### config.mk
export PLATFORM = sky130hd
export DESIGN_NAME = mdc_top
export DESIGN_NICKNAME = d
export VERILOG_FILES = /design/src/source/mdc_pkg.sv /design/src/source/mdc_input_decoder.sv /design/src/source/mdc_matrix_buffer.sv /design/src/source/mdc_det_engine.sv /design/src/source/mdc_top.sv
export VERILOG_INCLUDE_DIRS = /design/src /design/src/include
export SDC_FILE = /design/constraint.sdc
export NUM_CORES = 2
export LEC_CHECK = 0
export BUFFER_PORTS_ARGS = -buffer_cell sky130_fd_sc_hd__buf_2
export CELL_PAD_IN_SITES_DETAIL_PLACEMENT = 1
export CELL_PAD_IN_SITES_GLOBAL_PLACEMENT = 1
export CORE_AREA = 4 4 326 328
export DETAILED_ROUTE_END_ITERATION = 8
export DIE_AREA = 0 0 330 332
export PLACE_DENSITY_LB_ADDON = 0.15
export SLEW_MARGIN = 20
export SYNTH_ARGS = -nofsm -noshare
export SYNTH_HDL_FRONTEND = slang
export SYNTH_SLANG_ARGS = --single-unit
### constraint.sdc
create_clock -name clk -period 19.8 [get_ports clk]
set_clock_uncertainty 0.1 [all_clocks]
set_input_delay 5.94 -clock clk [delete_from_list [all_inputs] [get_ports clk]]
set_output_delay 5.94 -clock clk [all_outputs]
set_load 0.1 [all_outputs]
### src/include/mdc_defines.svh
// determinant calculator widths
`ifndef MDC_DEFINES_SVH
`define MDC_DEFINES_SVH

// ======================================================================
// input code words
// ======================================================================

// 11 data bits plus 4 parity bits
`define MDC_CODE_W        15
`define MDC_ELEM_W        11
// 5 mode bits plus 4 parity bits
`define MDC_MODE_CODE_W   9
`define MDC_MODE_W        5

// ======================================================================
// matrix and results
// ======================================================================

`define MDC_DIM           4
`define MDC_NUM_ELEM      16
// 2x2 minor of two 11-bit products
`define MDC_DET2_W        23
// 3x3 slot as laid out in the output word
`define MDC_DET3_W        51
`define MDC_NUM_DET2      9
`define MDC_NUM_DET3      4
`define MDC_OUT_W         207
// sum of three 34-bit cofactor terms
`define MDC_ACC_W         36
// corrected mode bit that picks 3x3 mode
`define MDC_MODE_DET3_BIT 1

`endif

### src/source/mdc_pkg.sv
// determinant calculator types
`include "mdc_defines.svh"

package mdc_pkg;

    // ==================================================================
    // element and result types
    // ==================================================================

    typedef logic signed [`MDC_ELEM_W-1:0] elem_t;
    typedef logic signed [`MDC_DET2_W-1:0] det2_t;
    typedef logic signed [`MDC_DET3_W-1:0] det3_t;

    // one corrected word from the input decoder
    typedef struct packed {
        logic                   strobe;
        logic                   first;
        elem_t                  value;
        logic [`MDC_MODE_W-1:0] mode;
    } dec_word_t;

    // row-major, element 0 is row 0 column 0
    typedef struct packed {
        elem_t [`MDC_NUM_ELEM-1:0] elems;
        logic [`MDC_MODE_W-1:0]    mode;
    } matrix_t;

    // unused top bits above the four 3x3 slots
    localparam int DET3_PAD_W = `MDC_OUT_W - `MDC_NUM_DET3 * `MDC_DET3_W;

    typedef struct packed {
        logic [DET3_PAD_W-1:0]       pad;
        det3_t [`MDC_NUM_DET3-1:0]   slot;
    } det3_view_t;

    // same output word, read as nine 2x2 or four 3x3 results
    typedef union packed {
        det2_t [`MDC_NUM_DET2-1:0] det2_view;
        det3_view_t                det3_view;
    } out_word_t;

    // ==================================================================
    // hamming single error correction
    // ==================================================================

    // position 1 is the code msb, parity at 1 2 4 8
    // shorter codes are passed left aligned with zero fill
    function automatic logic [`MDC_ELEM_W-1:0] ham_correct(
        input logic [`MDC_CODE_W-1:0] code
    );
        logic [3:0]             syn;
        logic [`MDC_CODE_W-1:0] fixed;
        logic [`MDC_ELEM_W-1:0] data;
        int                     k;
        // syndrome is the xor of all set positions
        syn = '0;
        for (int p = 1; p <= `MDC_CODE_W; p++) begin
            if (code[`MDC_CODE_W - p]) begin
                syn = syn ^ 4'(p);
            end
        end
        // nonzero syndrome names the flipped position
        fixed = code;
        if (syn != 4'd0) begin
            fixed[`MDC_CODE_W - syn] = ~fixed[`MDC_CODE_W - syn];
        end
        // gather data positions, msb first
        data = '0;
        k    = `MDC_ELEM_W;
        for (int p = 1; p <= `MDC_CODE_W; p++) begin
            if ((p & (p - 1)) != 0) begin
                k       = k - 1;
                data[k] = fixed[`MDC_CODE_W - p];
            end
        end
        return data;
    endfunction

endpackage

### src/source/mdc_input_decoder.sv
// input code word decoder
`timescale 1ns/1ps
`include "mdc_defines.svh"

module mdc_input_decoder (
    input  logic                        clk,
    input  logic                        rst_n,
    input  logic                        in_valid,
    input  logic [`MDC_CODE_W-1:0]      in_data,
    input  logic [`MDC_MODE_CODE_W-1:0] in_mode,
    output mdc_pkg::dec_word_t          word
);
    import mdc_pkg::*;

    // ==================================================================
    // declarations
    // ==================================================================

    // high while a matrix is streaming in, one cycle behind in_valid
    logic                   in_run;
    logic                   first_q;
    // corrected code words
    logic [`MDC_ELEM_W-1:0] data_fix;
    logic [`MDC_ELEM_W-1:0] mode_fix;
    // registered payload
    elem_t                  value_q;
    logic [`MDC_MODE_W-1:0] mode_q;

    // ==================================================================
    // correction
    // ==================================================================

    assign data_fix = ham_correct(in_data);

    // mode code sits in the top of a data sized code word
    // zero fill cannot move the syndrome
    assign mode_fix = ham_correct(
        {in_mode, {(`MDC_CODE_W - `MDC_MODE_CODE_W){1'b0}}}
    );

    // ==================================================================
    // registers
    // ==================================================================

    // run flag follows in_valid
    // a valid cycle with the flag low is the first word
    always_ff @(posedge clk or negedge rst_n) begin
        if (!rst_n) begin
            in_run  <= 1'b0;
            first_q <= 1'b0;
        end else begin
            in_run  <= in_valid;
            first_q <= in_valid && !in_run;
        end
    end

    always_ff @(posedge clk) begin
        if (in_valid) begin
            value_q <= data_fix;
            // mode only arrives with the first element
            if (!in_run) begin
                mode_q <= mode_fix[`MDC_ELEM_W-1 -: `MDC_MODE_W];
            end
        end
    end

    // strobe is the run flag itself
    assign word = '{
        strobe: in_run,
        first:  first_q,
        value:  value_q,
        mode:   mode_q
    };

endmodule

### src/source/mdc_matrix_buffer.sv
// matrix store
`timescale 1ns/1ps
`include "mdc_defines.svh"

module mdc_matrix_buffer (
    input  logic               clk,
    input  logic               rst_n,
    input  mdc_pkg::dec_word_t word,
    output mdc_pkg::matrix_t   matrix,
    output logic               start
);
    import mdc_pkg::*;

    // ==================================================================
    // declarations
    // ==================================================================

    // element store, shifts down so the first word ends at index 0
    elem_t [`MDC_NUM_ELEM-1:0] elems_q;
    logic [`MDC_MODE_W-1:0]    mode_q;
    // elements already landed in this matrix
    logic [3:0]                fill_q;
    logic [3:0]                fill_base;
    logic                      last_elem;

    // a first word restarts the count
    assign fill_base = word.first ? 4'd0 : fill_q;
    // sixteenth element on this strobe
    assign last_elem = word.strobe && (fill_base == 4'(`MDC_NUM_ELEM - 1));

    // ==================================================================
    // fill count and start
    // ==================================================================

    always_ff @(posedge clk or negedge rst_n) begin
        if (!rst_n) begin
            fill_q <= 4'd0;
            start  <= 1'b0;
        end else begin
            // pulse lines up with the last element landing
            start <= last_elem;
            if (word.strobe) begin
                // wraps to zero after sixteen
                fill_q <= fill_base + 4'd1;
            end
        end
    end

    // ==================================================================
    // element store
    // ==================================================================

    always_ff @(posedge clk) begin
        if (word.strobe) begin
            elems_q <= {word.value, elems_q[`MDC_NUM_ELEM-1:1]};
            if (word.first) begin
                mode_q <= word.mode;
            end
        end
    end

    // held until the next matrix begins
    assign matrix = '{
        elems: elems_q,
        mode:  mode_q
    };

endmodule

### src/source/mdc_det_engine.sv
// determinant engine
`timescale 1ns/1ps
`include "mdc_defines.svh"

module mdc_det_engine (
    input  logic               clk,
    input  logic               rst_n,
    input  logic               start,
    input  mdc_pkg::matrix_t   matrix,
    output logic               out_valid,
    output mdc_pkg::out_word_t out_data
);
    import mdc_pkg::*;

    // ==================================================================
    // declarations
    // ==================================================================

    // sequencer
    logic       busy_q;
    logic       is_det3_q;
    logic [3:0] step_q;
    logic       last_step;
    // step split into result group and position in group
    logic [1:0] grp;
    logic [1:0] pos;
    // 3x3 submatrix origin
    logic [1:0] sub_row;
    logic [1:0] sub_col;
    // minor unit selection
    logic [1:0] top_row;
    logic [1:0] col_l;
    logic [1:0] col_r;
    elem_t      e_tl;
    elem_t      e_tr;
    elem_t      e_bl;
    elem_t      e_br;
    logic signed [2*`MDC_ELEM_W-1:0] prod_a;
    logic signed [2*`MDC_ELEM_W-1:0] prod_b;
    det2_t      minor;
    // cofactor path
    elem_t      pivot;
    logic signed [`MDC_ACC_W-1:0] term;
    logic signed [`MDC_ACC_W-1:0] acc_base;
    logic signed [`MDC_ACC_W-1:0] acc_sum;
    logic signed [`MDC_ACC_W-1:0] acc_q;
    out_word_t  res_q;

    function automatic logic [3:0] elem_idx(input logic [1:0] row, input logic [1:0] col);
        return 4'(row * `MDC_DIM + col);
    endfunction

    // 2x2 mode takes one step per slot, 3x3 mode three per slot
    assign grp     = 2'(step_q / 4'd3);
    assign pos     = 2'(step_q % 4'd3);
    assign sub_row = {1'b0, grp[1]};
    assign sub_col = {1'b0, grp[0]};

    assign last_step = busy_q && (step_q == (is_det3_q ? 4'(3 * `MDC_NUM_DET3 - 1)
                                                       : 4'(`MDC_NUM_DET2 - 1)));

    // ==================================================================
    // sequencer
    // ==================================================================

    always_ff @(posedge clk or negedge rst_n) begin
        if (!rst_n) begin
            busy_q    <= 1'b0;
            is_det3_q <= 1'b0;
            step_q    <= 4'd0;
            out_valid <= 1'b0;
        end else begin
            // done pulse one cycle after the final write
            out_valid <= last_step;
            if (start) begin
                busy_q    <= 1'b1;
                step_q    <= 4'd0;
                is_det3_q <= matrix.mode[`MDC_MODE_DET3_BIT];
            end else if (busy_q) begin
                if (last_step) begin
                    busy_q <= 1'b0;
                end else begin
                    step_q <= step_q + 4'd1;
                end
            end
        end
    end

    // ==================================================================
    // element selection and shared minor unit
    // ==================================================================

    always_comb begin
        // 2x2 mode walks the submatrices row-major
        top_row = grp;
        col_l   = pos;
        col_r   = pos + 2'd1;
        pivot   = '0;
        if (is_det3_q) begin
            // first-row expansion, minor from the two rows below
            top_row = sub_row + 2'd1;
            pivot   = matrix.elems[elem_idx(sub_row, sub_col + pos)];
            case (pos)
                2'd0: begin
                    col_l = sub_col + 2'd1;
                    col_r = sub_col + 2'd2;
                end
                2'd1: begin
                    col_l = sub_col;
                    col_r = sub_col + 2'd2;
                end
                default: begin
                    col_l = sub_col;
                    col_r = sub_col + 2'd1;
                end
            endcase
        end
    end

    assign e_tl = matrix.elems[elem_idx(top_row, col_l)];
    assign e_tr = matrix.elems[elem_idx(top_row, col_r)];
    assign e_bl = matrix.elems[elem_idx(top_row + 2'd1, col_l)];
    assign e_br = matrix.elems[elem_idx(top_row + 2'd1, col_r)];

    // | tl tr |
    // | bl br |
    assign prod_a = e_tl * e_br;
    assign prod_b = e_tr * e_bl;
    assign minor  = prod_a - prod_b;

    // ==================================================================
    // cofactor accumulation
    // ==================================================================

    assign term = pivot * minor;

    // signs run + - + across the first row
    always_comb begin
        acc_base = (pos == 2'd0) ? '0 : acc_q;
        if (pos == 2'd1) begin
            acc_sum = acc_base - term;
        end else begin
            acc_sum = acc_base + term;
        end
    end

    always_ff @(posedge clk) begin
        if (busy_q && is_det3_q) begin
            acc_q <= acc_sum;
        end
    end

    // ==================================================================
    // result register and output
    // ==================================================================

    always_ff @(posedge clk or negedge rst_n) begin
        if (!rst_n) begin
            res_q <= '0;
        end else if (start) begin
            res_q <= '0;
        end else if (busy_q) begin
            if (!is_det3_q) begin
                // slot 8 holds the top left submatrix
                res_q.det2_view[4'(`MDC_NUM_DET2 - 1) - step_q] <= minor;
            end else if (pos == 2'd2) begin
                // sign extend into the wide slot
                res_q.det3_view.slot[2'd3 - grp] <= {
                    {(`MDC_DET3_W - `MDC_ACC_W){acc_sum[`MDC_ACC_W-1]}}, acc_sum
                };
            end
        end
    end

    // word reads zero outside the done pulse
    assign out_data = out_valid ? res_q : '0;

endmodule

### src/source/mdc_top.sv
// determinant calculator top
`timescale 1ns/1ps
`include "mdc_defines.svh"

module mdc_top (
    input  logic                        clk,
    input  logic                        rst_n,
    input  logic                        in_valid,
    input  logic [`MDC_CODE_W-1:0]      in_data,
    input  logic [`MDC_MODE_CODE_W-1:0] in_mode,
    output logic                        out_valid,
    output mdc_pkg::out_word_t          out_data
);
    import mdc_pkg::*;

    // ==================================================================
    // internal links
    // ==================================================================

    // decoder to buffer, one word per cycle
    dec_word_t dec_word;
    // buffer to engine, full matrix and its start pulse
    matrix_t   matrix;
    logic      start;

    // corrects and registers each code word
    mdc_input_decoder u_decoder (
        .clk      (clk),
        .rst_n    (rst_n),
        .in_valid (in_valid),
        .in_data  (in_data),
        .in_mode  (in_mode),
        .word     (dec_word)
    );

    // collects sixteen elements
    mdc_matrix_buffer u_buffer (
        .clk    (clk),
        .rst_n  (rst_n),
        .word   (dec_word),
        .matrix (matrix),
        .start  (start)
    );

    // sequences minors into the output word
    mdc_det_engine u_engine (
        .clk       (clk),
        .rst_n     (rst_n),
        .start     (start),
        .matrix    (matrix),
        .out_valid (out_valid),
        .out_data  (out_data)
    );

endmodule

=== After elaboration in Yosys (flattened, before gate mapping) ===
Cells that the tools add are included.

* Equality and inequality tests: 7
* Multiply operators: 3
* Div/mod/pow operators: 2
* Add/subtract/negate cells: 20
* Bitwise operators: 25
* Muxes and demuxes: 74
* Reductions and logical operators: 19
* Order comparisons: 13

{| class="wikitable"
|+ Operator list
! cell !! number
|-
| two-way mux 207 bit || 3
|-
| two-way mux 204 bit || 2
|-
| binary-select mux 11 bit (select 4 bit) || 5
|-
| bitwise mux 207 bit || 1
|-
| bitwise mux 204 bit || 1
|-
| demux 51 bit (select 2 bit) || 1
|-
| demux 23 bit (select 4 bit) || 1
|-
| two-way mux 36 bit || 2
|-
| two-way mux 11 bit || 6
|-
| greater-or-equal comparator 32 x 1 -> 1 bit (second input constant) || 2
|-
| < comparator 32 x 5 -> 1 bit (second input constant) || 2
|-
| two-way mux 4 bit || 14
|-
| two-way mux 51 bit || 1
|-
| multiplier 11 x 11 -> 22 bit || 2
|-
| adder 36 bit || 1
|-
| subtractor 36 bit || 1
|-
| multiplier 11 x 23 -> 34 bit || 1
|-
| bitwise mux 15 bit || 2
|-
| < comparator 4 x 5 -> 1 bit (second input constant) || 6
|-
| two-way mux 3 bit || 9
|-
| two-way mux 23 bit || 1
|-
| subtractor 22 x 22 -> 23 bit || 1
|-
| two-way mux 2 bit || 10
|-
| inverter 2 bit || 10
|-
| 37 further kinds || 78
|}

* Output and inout port bits: 208
* Logic and storage cells: 193
* Register bits: 448

=== Depth between registers and ports, before layout ===
* Word-level depth: 33
* Depth in mapped cells: 90
* Depth with buffers taken out: 77

=== By module ===
From an unflattened synthesis, not the netlist that was laid out.

* Cells, all modules: 4864
* Area, all modules: 45889.0 µm²

{| class="wikitable"
|+ By module, submodules not included
! module !! times used !! seq. area each (µm²) !! cells an instance !! area each (µm²)
|-
| mdc_det_engine || 1 || 6436.2 || 4561 || 38999.9
|-
| mdc_matrix_buffer || 1 || 5560.3 || 205 || 5691.7
|-
| mdc_input_decoder || 1 || 530.5 || 98 || 1197.4
|}

=== Least setup slack after synthesis ===
No wires, ideal clock.

* Path kind: flip-flop to flip-flop
* Start point: register u_engine.step_q[2]
* End point: register u_engine.res_q[86] (netlist bit)
* Stages on the path, launching flop included: 81
* Required time: 19634 ps
* Slack: 856 ps
* Arrival time: 18777 ps
* Setup time: 66 ps
* Cell sequence: dfrtp_1 > clkbuf_1 > nor2b_1 > ha_1 > inv_1 > ha_1 > and2_1 > clkbuf_1 > xnor2_1 > ha_1 > a21oi_1 > buf_2 > inv_1 > ha_1 > inv_1 > ha_1 > clkbuf_1 > inv_1 > [... 45 more ...] > nor2_1 > or4b_4 > nand3_2 > xor2_2 > nor4_2 > a31oi_1 > xor2_1 > ha_1 > a21o_1 > a21oi_1 > nand2b_1 > nor4_1 > nor4_1 > nor3_1 > xor2_1 > or4bb_1 > a21oi_2 > a221o_1

* Cells in the longest elaborated chain, start to end: 18
* Elaborated cells on any way between the ends: 61
* Classes of those cells: add/sub: 16; mul: 3; div: 2; order compare: 4; eq/ne: 3; mux: 28; reduce/logical: 5

{| class="wikitable"
|+ RTL lines
! element !! RTL line !! source
|-
| from (decl) || mdc_det_engine.sv:22 || <nowiki>logic [3:0] step_q;</nowiki>
|-
| from (signal assigned) || mdc_det_engine.sv:83 || <nowiki>step_q <= step_q + 4'd1;</nowiki>
|-
| parallel branches: the longest is 18 deep, another holds adder 36 bit || n/a ||
|-
| to (decl) || mdc_det_engine.sv:47 || <nowiki>out_word_t res_q;</nowiki>
|}

Several ways; the timed one is not identified. The select of a mux whose other input is x is not followed.
A chain may end at the register's enable or synchronous reset.

=== Worst setup path in the final report ===
* Start point: register u_engine.step_q[3]
* End point: register u_engine.res_q[188] (netlist bit)

Same word-level chain as after synthesis.

==> run_results.csv <==
group,metric,value,unit
placement,dp_hpwl,128.4,mm
logic_synthesis,synth-warning-count,0,
timing,period_share,0.9676,
finish,final_area,0.05188,sq mm
routing,drc,0,
grt,gr-usage-all-layers,0.3023,
routing,wl_per_cell,24.40,microns
clocking,postCtsHoldBufs,0,
timing,worst_pin_slew,1.228,ns
finish,mostFrequentLayoutCell,"nand2_1",
grt,grt_use_met3,0.05658,
logic_synthesis,ys_seq_area_frac,0.2665,
grt,use_met1,0.4177,
grt,grt_max_degree,131,
routing,drt_iter0_markers,3363,
finish,final_layout_size_suffix_gt1_frac,0.1371,
die,dieHeight,332,microns
logic_synthesis,syn_area_per_cell,8.879,sq um
setup_path,critical_path_class,"reg2reg",
placement,portBuffers,234,
clocking,clock_sinks,446,
setup_path,cp.required,20.29,ns
die,die_w,330,microns
timing,period_minus_slack,19.16,ns
routing,postRouteAntennaNets,0,
finish,nets,6114,
die,start_util,0.4467,
logic_synthesis,netlist_instances,5192,
clocking,clk_latency,0.66,ns
setup_path,slowest_delay,0.61,ns
grt,grt_pass1_vias,40850,
setup_path,crit_buf_inv,15,
grt,grt_pass1_wl,254.3,mm
grt,use_met2,0.4848,
min_path,holdCritPathClass,"reg2reg",
routing,vias,38800,
grt,grt_most_used_layer,"met2",
setup_path,cp-start-kind,"flip-flop",
logic_synthesis,synthArstFlopShare,0.4955,
grt,antenna_found_initial,6,
timing,hold_viol,0,
die,ios,235,
finish,final_cell_mix,"nand2_1 (684), inv_1 (629), nor2_1 (596)",
timing,slew_headroom,0.1811,
flow_run,maxCapViolations,0,
setup_path,arrival,19.65,ns
timing,finalSetupViolCount,0,
routing,wl,166.1,mm
placement,gp_congestion,0.9522,
grt,gr-total-overflow,0,
die,dieArea,0.1096,sq mm
setup_path,endpoint_kind,"flip-flop",
clocking,htreeDepth,2,
logic_synthesis,synth-seq-cells,446,
placement,place_area,0.04963,sq mm
routing,drtPass1Iterations,5,
logic_synthesis,synth_edf_count,225,
timing,clock.fmax,0.05219,GHz
finish,antenna_cells,0,
finish,syn_to_final_growth,12.55,%
routing,vias_per_cell,5.701,
outcome,status,"completed",
setup_path,cp_max_fo,15,
clocking,cts_buffers,54,
timing,slew_viol_final,0,
die,core,0.1032,sq mm
clocking,cts_root_buffer,"clkbuf_16",
clocking,cts.clk_slew.worst_paths,0.07,ns
clocking,cts_tree,"yes",
setup_path,critPathTopFamily,"adder cells",
logic_synthesis,synth_ff_type,"edfxtp_1",
logic_synthesis,syn_area,0.04610,sq mm
logic_synthesis,syn-num-nets,5921,
setup_path,crit_slowest_cell,"xor2_1",
clocking,cts.path.max_buffers,3,
setup_path,crit_top_cell,"inv_1",
logic_synthesis,ys_types,96,
die,rows,118,
worst reg2reg max path: cells and delay by family, from the launching register on:
| kind | cells | cell delay, ns |
|---|---|---|
| multiplexers | 2 | 0.44 |
| buffers and inverters | 15 | 1.88 |
| XOR/XNOR | 5 | 2.01 |
| adder cells (fa/ha/maj) | 20 | 7.82 |
| AO/OA/AOI/OAI | 11 | 2.47 |
| flip-flops | 1 | 0.39 |
| AND/OR/NAND/NOR | 17 | 3.93 |
final timing paths:
path | start | endpoint | slack, ns | cells past startpoint
worst max-delay path | u_engine.step_q[3]$_DFFE_PN0P_ | u_engine.res_q[188]$_DFFE_PN0P_ | 0.64 | 70
worst min-delay path | u_decoder.value_q[4]$_DFFE_PP_ | u_buffer.matrix[174]$_DFFE_PP_ | 0.32 | 0
worst max register to register | u_engine.step_q[3]$_DFFE_PN0P_ | u_engine.res_q[188]$_DFFE_PN0P_ | 0.64 | 70
worst min register to register | u_decoder.value_q[4]$_DFFE_PP_ | u_buffer.matrix[174]$_DFFE_PP_ | 0.32 | 0
max in group asynchronous | rst_n | u_decoder.in_run$_DFF_PN0_ | 12.75 | 2
min in group asynchronous | rst_n | u_engine.res_q[81]$_DFFE_PN0P_ | 5.20 | 1
through the flow:
step	utilization	hold slack [ns]	std cells	setup slack [ns]	setup TNS [ns]
floorplan	-	0.3003	5192	0.8562	0
global placement	0.4808	0.3043	6685	0.2917	0
detailed placement	0.4809	0.3063	6685	-0.06320	-0.5603
CTS	0.4975	0.3187	6782	0.05138	0
global route	0.5028	0.3189	6806	-0.06599	-0.6922
finish	0.5028	0.3169	6806	0.6408	0
state kept, by name, summed over array words and instances, names as in the netlist:
name	flops
u_buffer.mode_q	1
u_decoder.mode_q	1
u_engine.busy_q	1
u_engine.acc_q	36
u_engine.out_valid	1
u_engine.res_q	207
u_decoder.value_q	11
u_buffer.fill_q	4
u_decoder.in_run	1
u_buffer.matrix	176
u_decoder.first_q	1
u_engine.is_det3_q	1
u_engine.step_q	4
u_buffer.start	1
area by class of cell:
| class | instances | area [sq um] |
|---|---|---|
| fill | 11960 | 51320 |
| timing repair buffer | 428 | 2825 |
| clock inverter | 25 | 211.5 |
| inverter | 630 | 2365 |
| clock buffer | 72 | 1479 |
| sequential | 446 | 12300 |
| tap | 1380 | 1727 |
| multi-input combinational | 3825 | 30980 |
cell families (layout without fill, tap and decap cells):
kind of cell	Yosys count	after routing	share of synthesized area
adders and majority gates	703	703	0.2722
AOI/OAI and AO/OA	799	801	0.1111
and+or+nand+nor	1951	1951	0.1919
muxes	188	188	0.04763
buffers and inverters	923	1155	0.07592
xor gates and xnor gates	182	182	0.03474
DFF	446	446	0.2665
layer usage:
| layer | up-vias | share of wire | wire length, microns |
|---|---|---|---|
| li1 | 17290 | - | - |
| met1 | 19890 | 0.43 | 71170 |
| met2 | 1348 | 0.46 | 76410 |
| met3 | 276 | 0.077 | 12850 |
| met4 | 4 | 0.034 | 5626 |
| met5 | - | 0.00018 | 30 |
cell usage after synthesis (45+ instances only):
master,instances,area [sq um]
nand2_1,685,2571
inv_1,629,2361
nor2_1,606,2275
fa_1,500,10010
and2_1,264,1652
clkbuf_1,251,942.2
o21ai_0,251,1256
edfxtp_1,225,6756
dfrtp_1,221,5530
ha_1,202,2527
mux2i_1,144,1441
a21oi_1,143,715.7
nand3_1,130,650.6
xnor2_1,124,1086
a22oi_1,98,735.7
or2_2,64,400.4
xor2_1,57,499.2
nand2b_1,51,319.1
nor3_1,45,225.2
timing repair:
action                     in CTS  in global routing
setup endpoints to repair      53                 99
pin swaps                       0                 12
resized for setup               5                 56
setup buffers                   0                 19
cloned                          0                  5
Power is not shown: default switching activity piles up to over one toggle a cycle in this logic, so the estimate is an artifact.
